## config.mk

```make
export PLATFORM = sky130hd
export DESIGN_NAME = tart_top
export DESIGN_NICKNAME = d
export VERILOG_FILES = /design/src/tart_pkg.sv /design/src/tart_aq_buffer.sv /design/src/tart_capture.sv /design/src/tart_regs.sv /design/src/tart_top.sv
export SDC_FILE = /design/constraint.sdc
export NUM_CORES = 1
export LEC_CHECK = 0
export BUFFER_PORTS_ARGS = -buffer_cell sky130_fd_sc_hd__buf_2
export CORE_ASPECT_RATIO = 1.4
export CORE_MARGIN = 5
export CORE_UTILIZATION = 50
export DETAILED_ROUTE_END_ITERATION = 6
export GPL_TIMING_DRIVEN = 0
export PLACE_DENSITY = 0.64
export SLEW_MARGIN = 20
export SYNTH_ARGS = -nofsm -noshare
export SYNTH_HDL_FRONTEND = slang
export SYNTH_SLANG_ARGS = --single-unit
```

## constraint.sdc

```tcl
create_clock -name clk_x -period 6.4 [get_ports clk_x]
set_clock_uncertainty 0.15 [all_clocks]
set_input_delay 0.32 -clock clk_x [delete_from_list [all_inputs] [get_ports clk_x]]
set_output_delay 0.32 -clock clk_x [all_outputs]
set_load 0.02 [all_outputs]
```

## src/tart_pkg.sv

```systemverilog
// ------------------------------
// Shared types and constants for the capture core
// ------------------------------
package tart_pkg;

   // Bus and data widths
   localparam int ANT_WIDTH = 24;       // One bit per antenna
   localparam int APB_AW    = 4;
   localparam int APB_DW    = 32;
   localparam int DELAY_W   = 3;        // Strobe position within sample period

   // Register map, byte addresses
   localparam logic [APB_AW-1:0] ADDR_DATA   = 4'h0;  // Buffer read-back, RO
   localparam logic [APB_AW-1:0] ADDR_CTRL   = 4'h4;  // Control bits, RW
   localparam logic [APB_AW-1:0] ADDR_STATUS = 4'h8;  // Status word, RO
   localparam logic [APB_AW-1:0] ADDR_RESET  = 4'hC;  // Any write resets core

   // ------------------------------
   // APB channels
   // ------------------------------

   // Master to slave
   typedef struct packed {
      logic              psel;
      logic              penable;
      logic              pwrite;
      logic [APB_AW-1:0] paddr;
      logic [APB_DW-1:0] pwdata;
   } apb_req_t;

   // Slave to master
   typedef struct packed {
      logic [APB_DW-1:0] prdata;
      logic              pready;
      logic              pslverr;
   } apb_rsp_t;

   // ------------------------------
   // Acquisition control and status
   // ------------------------------

   // CTRL register layout, enable in bit 4
   typedef struct packed {
      logic               enable;  // Start filling the buffer
      logic               debug;   // Counter source instead of antennas
      logic [DELAY_W-1:0] delay;   // Phase of the sample strobe
   } aq_ctrl_t;

   // STATUS register layout, upper bits read as zero
   typedef struct packed {
      logic       enabled;
      logic       full;
      logic [7:0] count;           // Words held in the buffer
   } aq_status_t;

   typedef logic [ANT_WIDTH-1:0] sample_t;

endpackage

```

## src/tart_aq_buffer.sv

```systemverilog
`timescale 1ns/10ps

module tart_aq_buffer #(
   parameter int AQ_DEPTH = 16,                        // Words, power of two
   parameter int CW       = $clog2(AQ_DEPTH) + 1       // Count width
) (
   input  logic              clk_x,
   input  logic              reset,
   input  logic              soft_rst_i,
   input  logic              enable_i,
   input  tart_pkg::sample_t sample_i,
   input  logic              strobe_i,
   input  logic              advance_i,
   output tart_pkg::sample_t head_o,
   output logic              full_o,
   output logic [CW-1:0]     count_o
);
   import tart_pkg::*;

   localparam int AW = $clog2(AQ_DEPTH);

   sample_t       mem [AQ_DEPTH];
   logic [AW-1:0] wr_ptr;
   logic [AW-1:0] rd_ptr;
   logic [CW-1:0] count;
   logic          full;
   logic          at_depth;  // Last word written, full follows
   logic          clr;
   logic          wr_en;

   assign clr      = reset | soft_rst_i;
   assign at_depth = (count == CW'(AQ_DEPTH));

   // Strobes dropped while full or about to be
   assign wr_en = strobe_i & enable_i & ~full & ~at_depth & ~clr;

   // ------------------------------
   // Sample storage
   // ------------------------------
   always_ff @(posedge clk_x) begin
      if (wr_en)
         mem[wr_ptr] <= sample_i;
   end

   assign head_o = mem[rd_ptr];  // No read latency

   // ------------------------------
   // Fill, drain and re-arm
   // ------------------------------
   always_ff @(posedge clk_x) begin
      if (clr) begin
         wr_ptr <= '0;
         rd_ptr <= '0;
         count  <= '0;
         full   <= 1'b0;
      end else if (full) begin
         // Drain phase, host pulls words out
         if (advance_i) begin
            rd_ptr <= rd_ptr + 1'b1;
            if (rd_ptr == AW'(AQ_DEPTH - 1)) begin
               count <= '0;   // Last word gone, ready to refill
               full  <= 1'b0;
            end
         end
      end else if (at_depth) begin
         full <= 1'b1;        // One cycle after count hits depth
      end else if (wr_en) begin
         wr_ptr <= wr_ptr + 1'b1;  // Wraps to zero on the last word
         count  <= count + 1'b1;
      end
   end

   assign full_o  = full;
   assign count_o = count;

endmodule

```

## src/tart_capture.sv

```systemverilog
`timescale 1ns/10ps

module tart_capture #(
   parameter int SAMPLE_DIV = 8  // Clocks per sample period
) (
   input  logic               clk_x,
   input  logic               reset,
   input  logic               soft_rst_i,
   input  tart_pkg::sample_t  antenna_i,
   input  tart_pkg::aq_ctrl_t ctrl_i,
   output tart_pkg::sample_t  sample_o,
   output logic               strobe_o
);
   import tart_pkg::*;

   localparam int PW = $clog2(SAMPLE_DIV);

   sample_t       ant_q;    // IO register for the antenna bus
   sample_t       dbg_cnt;  // Fake telescope source
   sample_t       sample_q;
   logic [PW-1:0] phase;
   logic          strobe_q;
   logic          hit;      // Phase matches the programmed delay
   logic          clr;

   assign clr = reset | soft_rst_i;
   assign hit = (phase == PW'(ctrl_i.delay));

   // Antenna pins registered on every edge
   always_ff @(posedge clk_x) begin
      ant_q <= antenna_i;
   end

   // ------------------------------
   // Sample period and strobe
   // ------------------------------
   always_ff @(posedge clk_x) begin
      if (clr) begin
         phase    <= '0;
         strobe_q <= 1'b0;
      end else begin
         strobe_q <= hit;                             // One cycle per period
         if (phase == PW'(SAMPLE_DIV - 1))
            phase <= '0;                              // Wrap at period end
         else
            phase <= phase + 1'b1;
      end
   end

   // Debug counter steps once per strobe
   always_ff @(posedge clk_x) begin
      if (clr)
         dbg_cnt <= '0;
      else if (hit)
         dbg_cnt <= dbg_cnt + 1'b1;
   end

   // Sample taken in the strobe cycle, held until the next one
   always_ff @(posedge clk_x) begin
      if (hit)
         sample_q <= ctrl_i.debug ? dbg_cnt : ant_q;  // Source select
   end

   assign sample_o = sample_q;
   assign strobe_o = strobe_q;

endmodule

```

## src/tart_regs.sv

```systemverilog
`timescale 1ns/10ps

module tart_regs #(
   parameter int AQ_DEPTH = 16,
   parameter int CW       = $clog2(AQ_DEPTH) + 1
) (
   input  logic               clk_x,
   input  logic               reset,
   input  tart_pkg::apb_req_t apb_req_i,
   output tart_pkg::apb_rsp_t apb_rsp_o,
   input  tart_pkg::sample_t  head_i,
   input  logic               full_i,
   input  logic [CW-1:0]      count_i,
   output tart_pkg::aq_ctrl_t ctrl_o,
   output logic               advance_o,
   output logic               soft_rst_o
);
   import tart_pkg::*;

   localparam int CTRL_W = $bits(aq_ctrl_t);

   aq_ctrl_t          ctrl_q;
   aq_status_t        status;
   logic [2:0]        rst_cnt;   // Soft-reset cycles left
   logic              access;
   logic              wr_acc;
   logic              rd_acc;
   logic              addr_ok;
   logic [APB_DW-1:0] rdata;

   // ------------------------------
   // APB decode
   // ------------------------------
   assign access = apb_req_i.psel & apb_req_i.penable;  // Second cycle
   assign wr_acc = access & apb_req_i.pwrite;
   assign rd_acc = access & ~apb_req_i.pwrite;

   always_comb begin
      case (apb_req_i.paddr)
         ADDR_DATA, ADDR_CTRL, ADDR_STATUS, ADDR_RESET: addr_ok = 1'b1;
         default:                                       addr_ok = 1'b0;
      endcase
   end

   // ------------------------------
   // Control register
   // ------------------------------
   always_ff @(posedge clk_x) begin
      if (reset || soft_rst_o)
         ctrl_q <= '0;
      else if (wr_acc && apb_req_i.paddr == ADDR_CTRL)
         ctrl_q <= aq_ctrl_t'(apb_req_i.pwdata[CTRL_W-1:0]);
   end

   assign ctrl_o = ctrl_q;

   // Status word from buffer state
   always_comb begin
      status.enabled = ctrl_q.enable;
      status.full    = full_i;
      status.count   = 8'(count_i);  // Zero-extended
   end

   // Read mux
   always_comb begin
      case (apb_req_i.paddr)
         ADDR_DATA:   rdata = full_i ? APB_DW'(head_i) : '0;  // Zero until full
         ADDR_CTRL:   rdata = APB_DW'(ctrl_q);
         ADDR_STATUS: rdata = APB_DW'(status);
         default:     rdata = '0;
      endcase
   end

   assign apb_rsp_o.prdata  = rdata;
   assign apb_rsp_o.pready  = access;            // No wait states
   assign apb_rsp_o.pslverr = access & ~addr_ok;

   // Pop the head on each data read while full
   assign advance_o = rd_acc & full_i & (apb_req_i.paddr == ADDR_DATA);

   // ------------------------------
   // Soft reset stretcher
   // ------------------------------
   always_ff @(posedge clk_x) begin
      if (reset)
         rst_cnt <= '0;
      else if (wr_acc && apb_req_i.paddr == ADDR_RESET)
         rst_cnt <= 3'd4;                // Four cycles of reset
      else if (rst_cnt != '0)
         rst_cnt <= rst_cnt - 1'b1;
   end

   assign soft_rst_o = (rst_cnt != '0);

endmodule

```

## src/tart_top.sv

```systemverilog
`timescale 1ns/10ps

module tart_top #(
   parameter int AQ_DEPTH   = 16,  // Buffer words, power of two up to 128
   parameter int SAMPLE_DIV = 8    // Clocks per sample, 8 or more
) (
   input  logic               clk_x,
   input  logic               reset,
   input  tart_pkg::apb_req_t apb_req_i,
   output tart_pkg::apb_rsp_t apb_rsp_o,
   input  tart_pkg::sample_t  antenna_i
);
   import tart_pkg::*;

   localparam int CW = $clog2(AQ_DEPTH) + 1;

   aq_ctrl_t      ctrl;
   sample_t       sample;
   sample_t       head;
   logic          strobe;
   logic          full;
   logic [CW-1:0] count;
   logic          advance;
   logic          soft_rst;

   // ------------------------------
   // Antenna capture
   // ------------------------------
   tart_capture #(.SAMPLE_DIV(SAMPLE_DIV)) capture_i (
      .clk_x      (clk_x),
      .reset      (reset),
      .soft_rst_i (soft_rst),
      .antenna_i  (antenna_i),
      .ctrl_i     (ctrl),
      .sample_o   (sample),
      .strobe_o   (strobe)
   );

   // Acquisition buffer
   tart_aq_buffer #(.AQ_DEPTH(AQ_DEPTH), .CW(CW)) aq_buffer_i (
      .clk_x      (clk_x),
      .reset      (reset),
      .soft_rst_i (soft_rst),
      .enable_i   (ctrl.enable),
      .sample_i   (sample),
      .strobe_i   (strobe),
      .advance_i  (advance),
      .head_o     (head),
      .full_o     (full),
      .count_o    (count)
   );

   // Host register bank
   tart_regs #(.AQ_DEPTH(AQ_DEPTH), .CW(CW)) regs_i (
      .clk_x      (clk_x),
      .reset      (reset),
      .apb_req_i  (apb_req_i),
      .apb_rsp_o  (apb_rsp_o),
      .head_i     (head),
      .full_i     (full),
      .count_i    (count),
      .ctrl_o     (ctrl),
      .advance_o  (advance),
      .soft_rst_o (soft_rst)
   );

endmodule

```

==> run metrics <==
Ys Warns=0; worst skew pair latency=550 ps; core area=37420 um2; total power divided by cell area=315.1 nW/um2; WL/cell=25.29 um; Leak Pwr=7.061 nW; Crit path arrival time=3850 ps; I/O Pins=99; CTS H-Tree Depth=2; unrepaired setup endpoints after global routing=no; CTS tree=built; worst rel slew slack=24.27%; initial antenna violation count=0; design area=21950 um2; status=complete, no violations; fillers=2804; Hold Fails Final Rpt=0; synth top area cells=edfxtp_1 (65%), mux4_2 (11%), dfxtp_1 (8.3%); Seq cells post-synth=486; Tot Pwr=6.916 mW; Cell Area, Synth=18810 um2; CP max stage delay=620 ps; sequential share of the synthesized area=73.44%; dpl cell area=20270 um2; worst-path fanout max=14; Hold Path Class=in2reg; Slowest-stage cell, CP=nor2_4; final setup fails=0; count of unique library cells instantiated by Yosys=50; total global routing overflow=0; worst hold slack=86.39 ps; Top FF cell, synth=edfxtp_1; maximum clock rate=0.2663 GHz; port bufs=63; register area=13810 um2; syn_area_per_cell=18.92 um2; critical path required time=6500 ps; ant diodes=0; multi-input logic area=4792 um2; CP Capture Type=flip-flop; CTS root buf=clkbuf_16; final std cells w/o fill=1673; vias in the first global route=10127; post-CTS sizing=0; first-pass GRT wire length=63360 um; TNS Setup=0 ps; placed cell count=1565; layout cells sized above 1=26.17%; Area growth syn-to-layout=16.70%; drt initial violations=769; top cell type by total area after synthesis=edfxtp_1; CP Launch Type=flip-flop; Initial DRT Pass Iterations=5; die footprint=41650 um2; Post-synth ARST share=0%; critical path type=reg2reg; crit-path cells=inv_1 -> ha_1 -> ha_1 -> clkbuf_1 -> nand4b_1 -> nor3_1 -> clkbuf_1 -> nand2_1 -> nor2_4 -> buf_8; clock slew at reported path FFs=60 ps; Post-synth top cells=edfxtp_1 (408), mux4_2 (96), dfxtp_1 (78); drc violations=0; total CTS buffers=43; GRT Util Overall=20.48%; DIE WIDTH=173.9 um; IR drop worst, VDD=0.2577 mV; Initial Util=50.27%; Final min period=3755 ps; clk buf depth=3; Post-layout nets=1245; Antenna Nets Post-Route=0; Synth top area share=65.14%; via density per instance=5.854; vias=9793; die height=239.5 um; Final HPWL DP=28420 um; Post-synth EDFFs=408; pin count of the biggest net entering global routing=31; cell with the most instances after synthesis=edfxtp_1; Routed WL=42310 um; Core Rows=84; Post-Synthesis Cells=994; routability cong.=0.8395; MaxCap Viol Count=0; Slew @ Worst Pin=1136 ps; period utilization=58.67%; CTS Sinks=486; Slew Viols, Final=0
-- cell families (layout without fill, tap and decap cells) --
logic type	count (synthesis)	after routing	synth area share, %
flip-flops	486	486	73.44
multiplexers	178	178	16.02
AND/OR/NAND/NOR	144	144	4.211
AO/OA/AOI/OAI	81	81	2.847
buffers and inverters	74	273	1.803
XOR/XNOR	17	17	0.7917
adder cells (fa/ha/maj)	13	13	0.8648
other	1	8	0.01994
-- state kept, by name, indices dropped and copies added (netlist names), 4 cells and up, named ones only --
name / flops
regs_i.ctrl_o: 5
aq_buffer_i.count_o: 5
capture_i.sample_o: 24
aq_buffer_i.mem: 384
aq_buffer_i.rd_ptr: 4
aq_buffer_i.wr_ptr: 4
capture_i.ant_q: 24
capture_i.dbg_cnt: 24
-- power by group --
| group | internal (mW) | switching, mW | leakage [nW] |
|---|---|---|---|
| Combinational | 0.0747 | 0.181 | 2.06 |
| Clock | 1.47 | 1.09 | 0.671 |
| Sequential | 3.82 | 0.275 | 4.33 |
| Total | 5.36 | 1.55 | 7.06 |
-- worst max-delay path: cells and delay by family, from the launching register on --
family	cells	cell delay, ps
adders and majority gates	2	300
buffers and inverters	4	1040
DFF	1	320
and+or+nand+nor	4	1630
-- layout by cell type, fill, tap and decap left out, types with 5 or more instances in the layout --
master,Yosys,layout
a21oi_1,20,20
a22oi_1,5,5
and4_1,5,5
buf_1,7,7
buf_16,0,7
buf_2,16,79
buf_4,11,25
clkbuf_1,28,41
clkbuf_16,0,45
clkinv_1,1,10
conb_1,1,8
dfxtp_1,78,78
dlygate4sd3_1,0,30
edfxtp_1,408,408
ha_1,13,13
inv_1,11,11
mux2_2,24,24
mux2i_1,58,58
mux4_2,96,96
nand2_1,19,19
nand2b_1,9,9
nand3_1,17,17
nand4_1,8,8
nor2_1,35,23
nor2_4,0,12
o21ai_0,9,9
o22a_1,5,5
o22ai_1,17,17
o31ai_1,12,12
or4_1,12,12
xnor2_1,9,9
xor2_1,8,8
-- path summary, 6_finish.rpt --
path / start / end / slack (ps) / cells after the start
worst max-delay path: regs_i.rst_cnt[0] / aq_buffer_i.mem[10][22] / 2650 / 10
worst min-delay path: apb_req_i[36] / regs_i.rst_cnt[1] / 90 / 3
worst max register to register: regs_i.rst_cnt[0] / aq_buffer_i.mem[10][22] / 2650 / 10
worst min register to register: capture_i.dbg_cnt[1] / capture_i.dbg_cnt[1] / 340 / 2
-- metrics by stage --
stage | setup slack [ps] | utilization (%)
2_1_floorplan | 2348 | -
3_3_place_gp | -430.4 | 52.76
3_5_place_dp | 2664 | 54.17
4_1_cts | 2614 | 58.66
5_1_grt | 2335 | 58.66
6_report | 2645 | 58.66
-- layer usage --
layer | wire, um | track usage (%) | up-vias | part of all wire (%)
li1 | - | - | 4357 | -
met1 | 16710 | 26.51 | 5092 | 39
met2 | 22720 | 37.46 | 290 | 54
met3 | 2058 | 2.352 | 54 | 4.9
met4 | 822 | 4.706 | 0 | 1.9
met5 | 0 | 0 | - | 0
-- final cells by class --
cell class                      instances  share of cell area, %
Inverter                               12                 0.2052
Buffer                                 62                  1.340
Multi-Input combinational cell        441                  21.83
Sequential cell                       486                  62.93
Clock inverter                         18                 0.8152
Clock buffer                           60                  5.478
Tap cell                              473                  2.696
Timing Repair Buffer                  121                  4.697
-- repair_timing --
item,4_1_cts,5_1_grt
hold buffers,30,0
setup buffers,0,0
endpoints found under the hold margin,32,0
No activity file was read; power rests on OpenSTA's default activity.
